==> src/wisc_macros.svh <==
/*
  Fixed widths and register constants of the WISC datapath.
  These follow the ISA and are not meant to be overridden per instance.
*/
`ifndef WISC_MACROS_SVH
`define WISC_MACROS_SVH

//////////////////////////////////////////////////////////////////////
// Datapath widths
//////////////////////////////////////////////////////////////////////

// Data and instruction word
`define WORD_WIDTH 16

// Register file geometry
`define REG_COUNT 8
`define REG_IDX_WIDTH 3

//////////////////////////////////////////////////////////////////////
// Special registers
//////////////////////////////////////////////////////////////////////

// JAL and JALR store the return address here
`define LINK_REG 7

`endif
==> src/wbCtrlPkg.sv <==
/*
  Write-back control types: data source select and the receiver FSM states.
  The source encoding matches the four-input data mux in writeBack.
*/

package wbCtrlPkg;

   //////////////////////////////////////////////////////////////////////
   // Write data source select
   //////////////////////////////////////////////////////////////////////
   typedef logic [1:0] wbSrc_t;

   // Incremented PC, for JAL/JALR and the 0000x group
   localparam wbSrc_t SRC_PC  = 2'b00;
   // Load data from memory
   localparam wbSrc_t SRC_MEM = 2'b01;
   // ALU result, default for everything else
   localparam wbSrc_t SRC_ALU = 2'b10;
   // Immediate path for LBI and SLBI
   localparam wbSrc_t SRC_IMM = 2'b11;

   //////////////////////////////////////////////////////////////////////
   // Four-phase receiver states
   //////////////////////////////////////////////////////////////////////
   // HS_IDLE       waiting for req, ack low
   // HS_ACK        packet just captured, ack high, valid pulse
   // HS_WAIT_DROP  ack held until the producer drops req
   typedef enum logic [1:0] {
      HS_IDLE,
      HS_ACK,
      HS_WAIT_DROP
   } hsState_t;

endpackage

==> src/isaPkg.sv <==
/*
  WISC instruction encoding: word, register index and opcode types.
  Opcode lives in bits 15:11, register fields at 10:8, 7:5 and 4:2.
*/
`include "wisc_macros.svh"

package isaPkg;

   // Basic datapath types
   typedef logic [`WORD_WIDTH-1:0]    word_t;
   typedef logic [`REG_IDX_WIDTH-1:0] regIdx_t;
   typedef logic [4:0]                opcode_t;

   //////////////////////////////////////////////////////////////////////
   // Opcodes used by the write-back decode
   //////////////////////////////////////////////////////////////////////
   localparam opcode_t HALT = 5'b00000;
   localparam opcode_t NOP  = 5'b00001;
   localparam opcode_t J    = 5'b00100;
   localparam opcode_t JR   = 5'b00101;
   localparam opcode_t JAL  = 5'b00110;
   localparam opcode_t JALR = 5'b00111;
   localparam opcode_t ST   = 5'b10000;
   localparam opcode_t LD   = 5'b10001;
   localparam opcode_t SLBI = 5'b10010;
   localparam opcode_t STU  = 5'b10011;
   localparam opcode_t LBI  = 5'b11000;

   // Field extraction
   function automatic opcode_t opcodeOf(word_t w);
      return w[15:11];
   endfunction

   // Rs, bits 10:8
   function automatic regIdx_t rsField(word_t w);
      return w[10:8];
   endfunction

   // Rt, bits 7:5
   function automatic regIdx_t rtField(word_t w);
      return w[7:5];
   endfunction

   // Rd, bits 4:2
   function automatic regIdx_t rdField(word_t w);
      return w[4:2];
   endfunction

endpackage

==> src/wbSubsystem.sv <==
/*
  Write-back subsystem top: MEM/WB latch, write-back stage, register file.
  Write becomes visible on the read port two edges after req is sampled.
*/
`timescale 1ns/1ns

module wbSubsystem (
   input  logic            clk,
   input  logic            rst,
   input  logic            req,
   output logic            ack,
   input  isaPkg::word_t   instr,
   input  isaPkg::word_t   incrPC,
   input  isaPkg::word_t   memData,
   input  isaPkg::word_t   aluData,
   input  isaPkg::word_t   immData,
   input  isaPkg::regIdx_t rdIdx,
   output isaPkg::word_t   rdData,
   output isaPkg::regIdx_t fwdRd,
   output logic            fwdRegWrite,
   output logic            fwdValid
);
   import isaPkg::*;

   // Latched packet
   word_t   wbInstr;
   word_t   wbIncrPC;
   word_t   wbMemData;
   word_t   wbAluData;
   word_t   wbImmData;
   logic    wbValid;

   // Register file write port
   logic    wrEn;
   regIdx_t wrIdx;
   word_t   wrData;

   //////////////////////////////////////////////////////////////////////
   // MEM/WB boundary
   //////////////////////////////////////////////////////////////////////
   memWbLatch iLatch (
      .clk       (clk),
      .rst       (rst),
      .req       (req),
      .ack       (ack),
      .instrIn   (instr),
      .incrPCIn  (incrPC),
      .memDataIn (memData),
      .aluDataIn (aluData),
      .immDataIn (immData),
      .instr     (wbInstr),
      .incrPC    (wbIncrPC),
      .memData   (wbMemData),
      .aluData   (wbAluData),
      .immData   (wbImmData),
      .valid     (wbValid)
   );

   //////////////////////////////////////////////////////////////////////
   // Write-back and register file
   //////////////////////////////////////////////////////////////////////
   writeBack iWb (
      .instr   (wbInstr),
      .incrPC  (wbIncrPC),
      .memData (wbMemData),
      .aluData (wbAluData),
      .immData (wbImmData),
      .valid   (wbValid),
      .wrEn    (wrEn),
      .wrIdx   (wrIdx),
      .wrData  (wrData)
   );

   regFile iRf (
      .clk    (clk),
      .rst    (rst),
      .wrEn   (wrEn),
      .wrIdx  (wrIdx),
      .wrData (wrData),
      .rdIdx  (rdIdx),
      .rdData (rdData)
   );

   // Forwarding info for the hazard unit
   assign fwdRd       = wrIdx;
   assign fwdRegWrite = wrEn;
   assign fwdValid    = wbValid;

endmodule

==> src/regFile.sv <==
/*
  Eight-entry register file, one write port and one combinational read port.
  No write-to-read bypass: a read of the entry being written returns the
  old value until the clock edge.
*/
`timescale 1ns/1ns
`include "wisc_macros.svh"

module regFile (
   input  logic            clk,
   input  logic            rst,
   input  logic            wrEn,
   input  isaPkg::regIdx_t wrIdx,
   input  isaPkg::word_t   wrData,
   input  isaPkg::regIdx_t rdIdx,
   output isaPkg::word_t   rdData
);
   import isaPkg::*;

   // Register storage
   word_t regs [`REG_COUNT];

   //////////////////////////////////////////////////////////////////////
   // Write port
   //////////////////////////////////////////////////////////////////////
   always_ff @(posedge clk) begin
      if (rst) begin
         // Architectural state starts at zero
         for (int i = 0; i < `REG_COUNT; i++) begin
            regs[i] <= '0;
         end
      end else if (wrEn) begin
         regs[wrIdx] <= wrData;
      end
   end

   //////////////////////////////////////////////////////////////////////
   // Read port
   //////////////////////////////////////////////////////////////////////
   // Stands in for the decode stage read ports
   assign rdData = regs[rdIdx];

endmodule

==> src/memWbLatch.sv <==
/*
  MEM/WB register with a four-phase req/ack receiver.
  Producer must hold data stable while req is high and must not raise
  req again before ack falls. valid pulses for one cycle per capture.
*/
`timescale 1ns/1ns

module memWbLatch (
   input  logic          clk,
   input  logic          rst,
   input  logic          req,
   output logic          ack,
   input  isaPkg::word_t instrIn,
   input  isaPkg::word_t incrPCIn,
   input  isaPkg::word_t memDataIn,
   input  isaPkg::word_t aluDataIn,
   input  isaPkg::word_t immDataIn,
   output isaPkg::word_t instr,
   output isaPkg::word_t incrPC,
   output isaPkg::word_t memData,
   output isaPkg::word_t aluData,
   output isaPkg::word_t immData,
   output logic          valid
);
   import wbCtrlPkg::*;

   hsState_t state;
   hsState_t nextState;
   logic     capture;

   // Only an idle receiver takes a new packet
   assign capture = (state == HS_IDLE) && req;

   //////////////////////////////////////////////////////////////////////
   // Handshake FSM
   //////////////////////////////////////////////////////////////////////
   always_comb begin
      nextState = state;
      case (state)
         HS_IDLE: begin
            if (req) nextState = HS_ACK;
         end
         HS_ACK: begin
            // Producer may already have dropped req
            nextState = req ? HS_WAIT_DROP : HS_IDLE;
         end
         HS_WAIT_DROP: begin
            if (!req) nextState = HS_IDLE;
         end
         default: nextState = HS_IDLE;
      endcase
   end

   always_ff @(posedge clk) begin
      if (rst) begin
         state <= HS_IDLE;
      end else begin
         state <= nextState;
      end
   end

   // Decoded from state so both come straight off flops
   assign ack   = (state != HS_IDLE);
   assign valid = (state == HS_ACK);

   //////////////////////////////////////////////////////////////////////
   // Packet register
   //////////////////////////////////////////////////////////////////////
   always_ff @(posedge clk) begin
      if (capture) begin
         instr   <= instrIn;
         incrPC  <= incrPCIn;
         memData <= memDataIn;
         aluData <= aluDataIn;
         immData <= immDataIn;
      end
   end

endmodule

==> src/writeBack.sv <==
/*
  Write-back stage. Combinational: picks write data by opcode and drives
  the register file write port. wrEn is only meaningful while valid is high.
*/
`timescale 1ns/1ns

module writeBack (
   input  isaPkg::word_t   instr,
   input  isaPkg::word_t   incrPC,
   input  isaPkg::word_t   memData,
   input  isaPkg::word_t   aluData,
   input  isaPkg::word_t   immData,
   input  logic            valid,
   output logic            wrEn,
   output isaPkg::regIdx_t wrIdx,
   output isaPkg::word_t   wrData
);
   import isaPkg::*;
   import wbCtrlPkg::*;

   opcode_t opcode;
   wbSrc_t  wbSrc;
   logic    regWrite;

   assign opcode = opcodeOf(instr);

   //////////////////////////////////////////////////////////////////////
   // Data source decode
   //////////////////////////////////////////////////////////////////////
   always_comb begin
      if (opcode == LBI || opcode == SLBI) begin
         // Immediate already formed upstream
         wbSrc = SRC_IMM;
      end else if (opcode == LD) begin
         wbSrc = SRC_MEM;
      end else if (opcode == HALT || opcode == NOP) begin
         wbSrc = SRC_PC;
      end else if (opcode == JAL || opcode == JALR) begin
         // Return address
         wbSrc = SRC_PC;
      end else begin
         wbSrc = SRC_ALU;
      end
   end

   // Four-way data mux
   always_comb begin
      case (wbSrc)
         SRC_PC:  wrData = incrPC;
         SRC_MEM: wrData = memData;
         SRC_IMM: wrData = immData;
         default: wrData = aluData;
      endcase
   end

   //////////////////////////////////////////////////////////////////////
   // Destination and write enable
   //////////////////////////////////////////////////////////////////////
   destParser iParser (
      .instr    (instr),
      .destReg  (wrIdx),
      .regWrite (regWrite)
   );

   // One write per captured packet
   assign wrEn = valid & regWrite;

endmodule

==> src/destParser.sv <==
/*
  Destination register and register-write decode from the opcode alone.
  Purely combinational. Unused opcodes fall to the Rt field and write.
*/
`timescale 1ns/1ns
`include "wisc_macros.svh"

module destParser (
   input  isaPkg::word_t   instr,
   output isaPkg::regIdx_t destReg,
   output logic            regWrite
);
   import isaPkg::*;

   // Destination field select
   localparam logic [1:0] DST_RT   = 2'b00;
   localparam logic [1:0] DST_RS   = 2'b01;
   localparam logic [1:0] DST_RD   = 2'b10;
   localparam logic [1:0] DST_LINK = 2'b11;

   opcode_t    opcode;
   logic [1:0] destSel;

   assign opcode = opcodeOf(instr);

   //////////////////////////////////////////////////////////////////////
   // Destination field
   //////////////////////////////////////////////////////////////////////
   always_comb begin
      if (opcode == JAL || opcode == JALR) begin
         destSel = DST_LINK;
      end else if (opcode[4:3] == 2'b11 && opcode != LBI) begin
         // Register-register ALU group
         destSel = DST_RD;
      end else if (opcode == LBI || opcode == ST || opcode == SLBI || opcode == STU) begin
         destSel = DST_RS;
      end else begin
         destSel = DST_RT;
      end
   end

   always_comb begin
      case (destSel)
         DST_RS:   destReg = rsField(instr);
         DST_RD:   destReg = rdField(instr);
         DST_LINK: destReg = regIdx_t'(`LINK_REG);
         default:  destReg = rtField(instr);
      endcase
   end

   //////////////////////////////////////////////////////////////////////
   // Register-write flag
   //////////////////////////////////////////////////////////////////////
   always_comb begin
      regWrite = 1'b1;
      // HALT, NOP and the 0001x group
      if (opcode[4:2] == 3'b000) begin
         regWrite = 1'b0;
      end
      if (opcode == J || opcode == JR) begin
         regWrite = 1'b0;
      end
      // Branches
      if (opcode[4:2] == 3'b011) begin
         regWrite = 1'b0;
      end
      // Plain store, STU writes back its address
      if (opcode == ST) begin
         regWrite = 1'b0;
      end
   end

endmodule

==> config.mk <==
export PLATFORM = sky130hd
export DESIGN_NAME = wbSubsystem
export DESIGN_NICKNAME = d
export VERILOG_FILES = /design/src/wbCtrlPkg.sv /design/src/isaPkg.sv /design/src/wbSubsystem.sv /design/src/regFile.sv /design/src/memWbLatch.sv /design/src/writeBack.sv /design/src/destParser.sv
export VERILOG_INCLUDE_DIRS = /design/src
export SDC_FILE = /design/constraint.sdc
export NUM_CORES = 1
export LEC_CHECK = 0
export BUFFER_PORTS_ARGS = -buffer_cell sky130_fd_sc_hd__buf_4
export CAP_MARGIN = 10
export CORE_MARGIN = 2
export CORE_UTILIZATION = 50
export CTS_CLUSTER_DIAMETER = 60
export DETAILED_ROUTE_END_ITERATION = 7
export PLACE_DENSITY = 0.72
export SLEW_MARGIN = 20
export SYNTH_ARGS = -nofsm -noshare
export SYNTH_HDL_FRONTEND = slang
export SYNTH_SLANG_ARGS = --single-unit
export TNS_END_PERCENT = 10
==> constraint.sdc <==
create_clock -name clk -period 6.05 [get_ports clk]
set_input_delay 0 -clock clk [delete_from_list [all_inputs] [get_ports clk]]
set_output_delay 0 -clock clk [all_outputs]
set_load 0.01 [all_outputs]
Word-level counts from Yosys, hierarchy flattened
Memories as Yosys holds them, arrays and structs flattened.
Index checks and enable logic that the tools add are counted.
{ "word_totals": {"register_bits": 82, "ram_bits": 128, "wordCells": 71, "n_memories": 1} }
{ "mem_list": {"columns": ["memory", "depth", "word_bits", "read_ports", "rd_ports_with_merged_regs", "write_ports", "line", "source"], "rows": [
  ["iRf.regs", 8, 16, 1, 0, 8, "regFile.sv:21", "word_t regs [`REG_COUNT];"]
]} }
{ "classes": {"eq_ne": 22, "n_mux": 25, "n_bitwise": 1, "n_reduce_logical": 16} }
{ "op_table": {"columns": ["operator", "n"], "rows": [
  ["case mux 16 bit (3 select lines)", 1],
  ["== test 5 bit, second input constant", 5],
  ["== test 5 x 3 -> 1 bit, second input constant", 4],
  ["2-to-1 mux 2 bit", 9],
  ["2-to-1 mux 16 bit", 1],
  ["OR reduction 16 bit", 1],
  ["2-to-1 mux 1 bit", 11],
  ["== test 2 bit, second input constant", 5],
  ["case mux 3 bit (3 select lines)", 1],
  ["logical OR 1 bit", 7],
  ["== test 2 x 1 -> 1 bit, second input constant", 3],
  ["case mux 2 bit (3 select lines)", 1],
  ["== test 5 x 1 -> 1 bit, second input constant", 1],
  ["logical NOT 5 bit", 1],
  ["!= test 5 bit, second input constant", 1],
  ["logical NOT 2 bit", 2],
  ["!= test 2 bit, second input constant", 2],
  ["== test 3 x 2 -> 1 bit, second input constant", 1],
  ["logical NOT 3 bit", 1],
  ["2-to-1 mux 3 bit", 1],
  ["logical AND 1 bit", 2],
  ["AND reduction 2 bit", 1],
  ["nonzero test 2 bit", 1],
  ["bitwise AND 1 bit", 1]
]} }

Longest topological paths before layout
Gate-level depths: netlist (run 1).
{ "logic_depth": {"depth_word": 11, "ltp_mapped": 8, "depth_no_buf": 5} }

Cells and area by module
A second synthesis (run 1) with hierarchy kept.
{ "unflattened": {"cells_unflattened": 592, "area_unflattened_um2": 9232.6} }
{ "modules_own_cells": {"columns": ["mod", "instances", "cells_each", "area_each_um2", "seq_area_each_um2"], "rows": [
  ["regFile", 1, 373, 5845.6, 3843.7],
  ["memWbLatch", 1, 90, 2489.9, 2442.3],
  ["writeBack", 1, 101, 721.9, 0.0],
  ["destParser", 1, 28, 175.2, 0.0]
]} }

Worst setup path before layout (run 1)
Ideal clock, no wire load.
{ "synth_path": {"path_type": "flip-flop to flip-flop", "start": "reg iLatch.state[0]", "end": "reg iLatch.aluData[0], enable pin", "setup_ns": 0.515, "arrival_ns": 3.918, "slack_ns": 1.617, "stages_incl_launch_ff": 3, "n_path_buf": 0, "cell_sequence": "dfxtp_1 > or2_2 > nor2_1"} }
{ "synth_via": {"elab_chain_len": 2} }
{ "synth_lines": {"columns": ["element", "line", "source"], "rows": [
  ["start, declared", "memWbLatch.sv:27", "hsState_t state;"],
  ["start signal, assigned", "memWbLatch.sv:58", "state <= nextState;"],
  ["logical NOT 2 bit", "memWbLatch.sv:32", "assign capture = (state == HS_IDLE) && req;"],
  ["logical AND 1 bit", "memWbLatch.sv:32", null],
  ["named net iLatch.capture", "memWbLatch.sv:29", "logic capture;"],
  ["end signal, assigned", "memWbLatch.sv:74", "aluData <= aluDataIn;"],
  ["end, declared", "memWbLatch.sv:21", "output isaPkg::word_t aluData,"]
]} }
The timed path passes the listed nets, and every way through them passes these cells.
A chain may end at the register's enable or synchronous reset.

==> results of run 1 <==
-- what timing repair did --
action                                 in CTS  in global routing
hold buffers                               80                  0
endpoints found under the hold margin      80                  0
setup buffers                               0                  0
-- flip-flops by register name, summed over array words and instances (netlist names) --
signal and cells:
iLatch.memData 16, iLatch.state 2, iRf.regs 128, iLatch.aluData 16, iLatch.immData 16, iLatch.incrPC 16, iLatch.instr 14
-- placed cells by master (no fill, tap or decap), types with 2 or more instances in the layout --
cell type,synthesis,final
edfxtp_1,206,206
nor2_1,133,132
buf_4,0,107
dlygate4sd3_1,0,80
mux2_2,33,33
mux4_2,32,32
inv_1,21,21
clkbuf_16,0,21
a222oi_1,16,16
nand2b_1,9,9
clkinv_1,0,5
clkinv_2,0,4
clkbuf_1,18,4
nor2b_1,3,3
and3b_1,3,3
nand4b_1,3,3
nand4bb_1,3,3
o21bai_1,2,2
nor3b_1,2,2
o31ai_1,2,2
o22ai_1,2,2
nand2_1,2,2
a32oi_2,2,2
nor3_2,1,2
xor2_1,2,2
inv_6,0,2
dfxtp_1,2,2
-- area by class of cell --
| cell class | instances | area share |
|---|---|---|
| timing repair buffer | 187 | 0.146 |
| tap | 220 | 0.0251 |
| clock buffer | 25 | 0.0493 |
| inverter | 21 | 0.00719 |
| sequential | 208 | 0.568 |
| multi-input combinational | 261 | 0.197 |
| clock inverter | 13 | 0.00662 |
-- layer usage --
layer  track usage  up-vias
li1              -     2346
met1         0.282     2534
met2         0.358      210
met3        0.0379       28
met4        0.0509        0
met5             0        -
-- report_power, final --
part | internal [mW] | switching, mW
Clock | 0.643 | 0.531
Combinational | 0.162 | 0.159
Sequential | 1.66 | 0.0247
-- final timing paths --
kind,from,end,cells after the start
worst max register to register,iLatch.instr[12]$_DFFE_PP_,iRf.regs[6][3]$_SDFFCE_PN0P_,5
worst min register to register,iLatch.state[1]$_SDFFE_PP0P_,iLatch.state[1]$_SDFFE_PP0P_,2
worst max-delay path,iLatch.instr[12]$_DFFE_PP_,iRf.regs[6][3]$_SDFFCE_PN0P_,5
worst min-delay path,memData[13],iLatch.memData[13]$_DFFE_PP_,2
-- critical path, stage by stage, from the launching register on --
cell,delay [ns]
edfxtp_1,0.54
o31ai_1,0.49
nor3b_1,0.11
a211oi_2,0.47
nand4b_1,0.83
nand2b_1,0.99
-- cell families (layout without fill, tap and decap cells) --
kind of cell	after synthesis	after routing
XOR/XNOR	3	3
multiplexers	66	66
AND/OR/NAND/NOR	166	166
flip-flops	208	208
AO/OA/AOI/OAI	26	26
buffers and inverters	53	246
-- through the flow --
stage	power [mW]	setup slack [ns]	util	cell area [um^2]
after CTS	3.19	2.22	0.656	11000
after global placement	1.98	2.39	0.572	9550
after detailed placement	2.00	2.22	0.572	9550
after global routing	3.29	1.99	0.656	11000
final	3.18	2.24	0.656	11000
after floorplan	1.88	1.62	-	8590
==> results.toml, run 1 <==
[cells_and_area]
layoutNonFillerInstCount = 935
syn_to_final_growth_pct = 27.5
nets = 786
antenna_cells = 0
regArea_um2 = 6230
fill_cells = 1151
final_layout_size_suffix_gt1_frac = 0.292
multi_input_area_um2 = 2160

[floorplan]
io_pins = 108
initial_utilization = 0.515
core_um2 = 16700
placementRows = 47
die_x_um = 135
die_area_um2 = 18300
die_h_um = 135

[synth]
synthArstFlopShare = 0
synth_top_family_by_area = "multiplexers"
netlist_area_um2 = 8590
synth_area_per_cell_um2 = 16.5
yosys-top-cells-area = "edfxtp_1 72%, mux4_2 8.4%, nor2_1 5.8%"
synth_commonest_cells = "206 x edfxtp_1, 133 x nor2_1, 33 x mux2_2, 32 x mux4_2, 21 x inv_1"
synthFlopType = "edfxtp_1"
yosys.area.top_type = "edfxtp_1"
synthMuxAreaShare = 0.128
synthDistinctLibCells = 35
synthCells = 522
synth_xor_area_frac = 0.00306
synth_top_area_share = 0.720
synth_most_common_cell = "edfxtp_1"
syn_nets = 608
yosysSeqAreaShare = 0.725
synth_edf_count = 206
synth_compound_area_frac = 0.0319
synthAdderAreaFrac = 0
synth_simple_gate_area_frac = 0.0869
yosysWarnings = 0
ys_ff_latch = 208

[detailed_routing]
met3_length_um = 1170
wl_met1_um = 7580
routed_via_density = 5.47
drt-pass1-iter-count = 6
drt_iter0_drc = 488
final_antenna_net_count = 0
post_drt_wl_per_cell_um = 19.7
vias = 5118
dr_wl_met2_um = 9400
dr.max_layer_used = "met4"
drc_errors = 0
totalWireLength_um = 18400

[timing]
finalMaxSlewViolations = 0
final-setup-viol-count = 0
rsz0062_at_grt = "false"
setup_tns_ns = 0
maxSlewHeadroom = 0.290
fin_skew_ns = 0.0144
finalCritPeriodShare = 0.629
tightest_slew_ns = 1.06
hold_ws_ns = 0.230
hold_viol_final = 0
layout_min_cycle_time_ns = 3.81
fmax_mhz = 263

[clock_tree]
h-tree-depth = 1
cts_resized = 0
root_buffer = "clkbuf_16"
clk_path_buf_depth = 3
cts_buffers = 21
clock_latency_ns = 0.49
cts_tree = "built"
clock_sinks = 208
clk_pin_slew_ns = 0.06

[placement]
hpwl_um = 10900
place.gp.congestion = 0.769
placed_cells = 817
portBuffers = 105

[critical_path]
start_kind = "register"
arrival_ns = 3.91
crit_fanout = 17
end_kind = "register"
r2r_slack_ns = 2.24
crit_required_ns = 6.16
critPathKind = "register to register"

[global_route]
grt_use_total = 0.209
gr-total-overflow = 0
grt_pass1_vias = 5439
grt_pass1_wl_um = 29200
grt_max_degree = 79
antenna_found_initial = 0

[flow_run]
maxCapViolations = 0

[run_status]
status = "complete, no violations"

[power_and_ir_drop]
p_leak_nw = 4.04
vdd.ir_drop.worst_uv = 191
p_per_area_nw_per_um2 = 290

[worst_hold_path]
hp-class = "primary input to register"
Note: power is estimated with default switching activity, not from simulation.
==> inputs of run 2 (changes only) <==
Clock period 6.05 ns to 3.8 ns, I/O delays scaled along.
==> results.toml, run 2 (synthesis gave the netlist of run 1 again) <==
[run_status]
status = "complete, no violations"

[critical_path]
critPathKind = "register to register"
slowest_delay_ns = 0.57
crit_fanout = 17
start_kind = "register"
path_buf_inv = 1
slowest_stage = "nand2b_1"
crit_required_ns = 3.92
arrival_ns = 3.23
critical_path.cell_chain = "and2b_1 -> and3b_1 -> nor3_2 -> or4b_1 -> buf_4 -> nand2b_1"
path_delay_family = "simple AND/OR/NAND/NOR gates"
end_kind = "register"

[timing]
rsz0062_at_grt = "false"
final-setup-viol-count = 0
fin_ws_ns = 0.692
tightest_slew_ns = 0.941
setup_tns_ns = 0
fin_skew_ns = 0.00572
hold_viol_final = 0
maxSlewHeadroom = 0.373
fmax_mhz = 322
finalCritPeriodShare = 0.818
hold_ws_ns = 0.145
layout_min_cycle_time_ns = 3.11
finalMaxSlewViolations = 0

[flow_run]
maxCapViolations = 0

[clock_tree]
clk_path_buf_depth = 3
clock_sinks = 208
post-cts-setup-buffers = 0
cts_resized = 0
clk_pin_slew_ns = 0.06
clock_latency_ns = 0.49
root_buffer = "clkbuf_16"
h-tree-depth = 1
cts_buffers = 21
cts_tree = "built"

[detailed_routing]
post_drt_wl_per_cell_um = 18.7
drt_iter0_drc = 434
final_antenna_net_count = 0
routed_via_density = 5.43
drt-pass1-iter-count = 5
drc_errors = 0
totalWireLength_um = 17700
vias = 5139

[cells_and_area]
final_common_cell = "edfxtp_1"
regMostFlops = "iRf.regs"
fin_util = 0.665
antenna_cells = 0
layoutNonFillerInstCount = 946
syn_to_final_growth_pct = 29.3
final_cell_mix = "206 x edfxtp_1, 132 x nor2_1, 118 x buf_4"
largest_reg_flops = 128
final_layout_size_suffix_gt1_frac = 0.303
nets = 797

[global_route]
grt_pass1_wl_um = 28400
gr-total-overflow = 0
grt_pass1_vias = 5372
grt_max_degree = 79
antenna_found_initial = 0
grt_use_total = 0.202

[placement]
place.gp.congestion = 0.793
hpwl_um = 11000
placed_cells = 828
portBuffers = 105
dp_worst_setup_slack_ns = 0.732

[floorplan]
die_h_um = 135
core_um2 = 16700
io_pins = 108
die_x_um = 135
die_area_um2 = 18300
placementRows = 47
initial_utilization = 0.515

[power_and_ir_drop]
vdd.ir_drop.worst_uv = 410
p_leak_nw = 4.12
p_per_area_nw_per_um2 = 471

[worst_hold_path]
hp-class = "primary input to register"
## run 2: cell types whose count changed in the layout (fill, tap and decap cells not counted)
cell,change
nor3_2,-1
buf_4,+11
bufinv_16,+3
clkinv_4,-1
inv_6,-1
clkinv_1,-2
clkbuf_1,+2
nor3_4,+1
clkinvlp_4,-1
## run 2: area by class of cell
type                            count  area [um^2]
Clock inverter                     11          130
Multi-Input combinational cell    261         2170
Sequential cell                   208         6230
Tap cell                          220          275
Timing Repair Buffer              198         1690
Fill cell                        1151         5590
Clock buffer                       27          548
Inverter                           21         78.8
## run 2: layer usage
| metal | up-vias | wire length, um | track usage |
|---|---|---|---|
| li1 | 2369 | - | - |
| met1 | 2540 | 7270 | 0.279 |
| met2 | 200 | 9030 | 0.342 |
| met3 | 30 | 1060 | 0.0267 |
| met4 | 0 | 343 | 0.0596 |
| met5 | - | 0 | 0 |
## run 2: path summary, 6_finish.rpt
check,end,startpoint,cells after the start,slack [ns]
hold reg to reg,iLatch.state[1]$_SDFFE_PP0P_,iLatch.state[0]$_SDFFE_PP0P_,2,0.54
setup reg to reg,iRf.regs[0][8]$_SDFFCE_PN0P_,iLatch.instr[15]$_DFFE_PP_,6,0.69
hold / removal,iRf.regs[4][2]$_SDFFCE_PN0P_,rst,2,0.15
setup / recovery,iRf.regs[0][8]$_SDFFCE_PN0P_,iLatch.instr[15]$_DFFE_PP_,6,0.69
## run 2: repair_timing
item / CTS / global route
endpoints found under the setup margin: 0 / 0
endpoints found under the hold margin: 80 / 0
hold buffers: 80 / 0
## run 2: through the flow
stage	power [mW]	instance area (um^2)
3_5_place_dp	3.18	9630
3_3_place_gp	3.16	9630
6_report	5.23	11100
2_1_floorplan	2.98	8600
5_1_grt	5.41	11100
4_1_cts	5.26	11100
## run 2: power breakdown
group	switching (mW)	internal (mW)
Combinational	0.251	0.261
Sequential	0.0396	2.65
Clock	0.807	1.22
==> inputs of run 3 (changes only) <==
Settings changed: PLACE_DENSITY 0.72 to 0.75.
Clock period 3.8 ns to 2.5 ns, I/O delays scaled along.
==> results.toml, run 3 (synthesis gave the netlist of run 1 again) <==
[run_status]
status = "complete, no violations"

[cells_and_area]
final_common_cell = "edfxtp_1"
largest_reg_flops = 128
layoutNonFillerInstCount = 963
fill_cells = 1055
multi_input_area_um2 = 2210
nets = 818
syn_to_final_growth_pct = 32.3
regMostFlops = "iRf.regs"
final_cell_mix = "206 x edfxtp_1, 132 x nor2_1, 129 x buf_4"
final_layout_size_suffix_gt1_frac = 0.330
regArea_um2 = 6230
fin_util = 0.681

[critical_path]
slowest_delay_ns = 0.59
end_kind = "register"
critical_path.cell_chain = "and2b_2 -> a221oi_4 -> a211oi_4 -> or4b_4 -> nand2b_4 -> buf_12"
slowest_stage = "or4b_4"
critPathKind = "register to register"
arrival_ns = 2.68
crit_fanout = 16
path_buf_inv = 1
start_kind = "register"
path_delay_family = "simple AND/OR/NAND/NOR gates"
crit_required_ns = 2.69

[floorplan]
initial_utilization = 0.515
die_h_um = 135
io_pins = 108
core_um2 = 16700
die_area_um2 = 18300
die_x_um = 135
placementRows = 47

[timing]
layout_min_cycle_time_ns = 2.49
fmax_mhz = 402
fin_skew_ns = 0.0130
rsz0062_at_grt = "true"
hold_viol_final = 0
tightest_slew_ns = 0.725
finalCritPeriodShare = 0.995
finalMaxSlewViolations = 0
final-setup-viol-count = 0
setup_tns_ns = 0
maxSlewHeadroom = 0.515

[placement]
hpwl_um = 11100
place.gp.congestion = 0.772
portBuffers = 105
placed_cells = 845

[power_and_ir_drop]
p_leak_nw = 4.24
total_power_mw = 7.81
p_per_area_nw_per_um2 = 687
vdd.ir_drop.worst_uv = 548

[detailed_routing]
totalWireLength_um = 19800
vias = 5301
final_antenna_net_count = 0
post_drt_wl_per_cell_um = 20.5
drc_errors = 0
drt_iter0_drc = 514
routed_via_density = 5.50
drt-pass1-iter-count = 5

[global_route]
gr-total-overflow = 0
grt_use_met1 = 0.282
antenna_found_initial = 0
top_usage_layer = "met2"
grt_pass1_vias = 5597
met2_usage = 0.385
grt_use_total = 0.219
use_met3 = 0.0413
grt_pass1_wl_um = 30100
grt_max_degree = 39

[clock_tree]
cts_tree = "built"
clk_pin_slew_ns = 0.06
root_buffer = "clkbuf_16"
h-tree-depth = 1
clock_sinks = 208
clk_path_buf_depth = 3
clock_latency_ns = 0.49
cts_buffers = 21

[worst_hold_path]
hp-class = "primary input to register"

[flow_run]
maxCapViolations = 0
-- run 3: cell count changes in the layout (fill, tap and decap cells not counted), moves of 2 or more --
cell	before	now
bufinv_16	3	1
buf_12	0	10
clkbuf_1	6	4
buf_4	118	129
-- run 3: through the flow --
step	setup WS [ns]	instance area [um^2]	hold slack (ns)
floorplan	-0.200	8600	0.0989
finish	0.0133	11400	0.0963
global route	-0.0338	11400	0.102
detailed placement	0.0424	9890	0.179
CTS	0.0366	11300	0.118
global placement	-0.0240	9880	0.179
-- run 3: report_power, final --
group | total (mW) | internal, mW | switching (mW)
registers | 4.07 | 4.02 | 0.0521
logic | 0.887 | 0.459 | 0.428
clock network | 2.85 | 1.63 | 1.21
total | 7.81 | 6.12 | 1.69
-- run 3: worst min-delay path: cells and delay by family --
kind                   cells  cell delay [ns]
AND/OR/NAND/NOR            1             0.15
buffers and inverters      2             0.29
-- run 3: repair_timing --
item | CTS | global route
hold endpoints to repair | 80 | 0
hold buffers | 80 | 0
buffers inserted | 0 | 4
endpoints found under the setup margin | 0 | 35
gates resized for setup | 0 | 8
-- run 3: area by class of cell --
class,count,share of cell area
antenna,1,0.000220
clock buffer,25,0.0475
clock inverter,8,0.00605
inverter,21,0.00693
multi-input combinational,261,0.194
sequential,208,0.548
tap,220,0.0242
timing repair buffer,219,0.173
-- run 3: metal layers --
metal  part of all wire  wire length, um
met5                  0                0
met4              0.014              276
met3              0.070             1390
met2               0.53            10500
met1               0.39             7630
-- run 3: path summary, 6_finish.rpt --
| check | start | to | slack [ns] | depth (start not counted) |
|---|---|---|---|---|
| max | iLatch.instr[13]$_DFFE_PP_ | iRf.regs[0][15]$_SDFFCE_PN0P_ | 0.01 | 6 |
| min | rst | iRf.regs[0][9]$_SDFFCE_PN0P_ | 0.1 | 3 |
| max reg2reg | iLatch.instr[13]$_DFFE_PP_ | iRf.regs[0][15]$_SDFFCE_PN0P_ | 0.01 | 6 |
| min reg2reg | iLatch.state[1]$_SDFFE_PP0P_ | iLatch.state[1]$_SDFFE_PP0P_ | 0.54 | 2 |
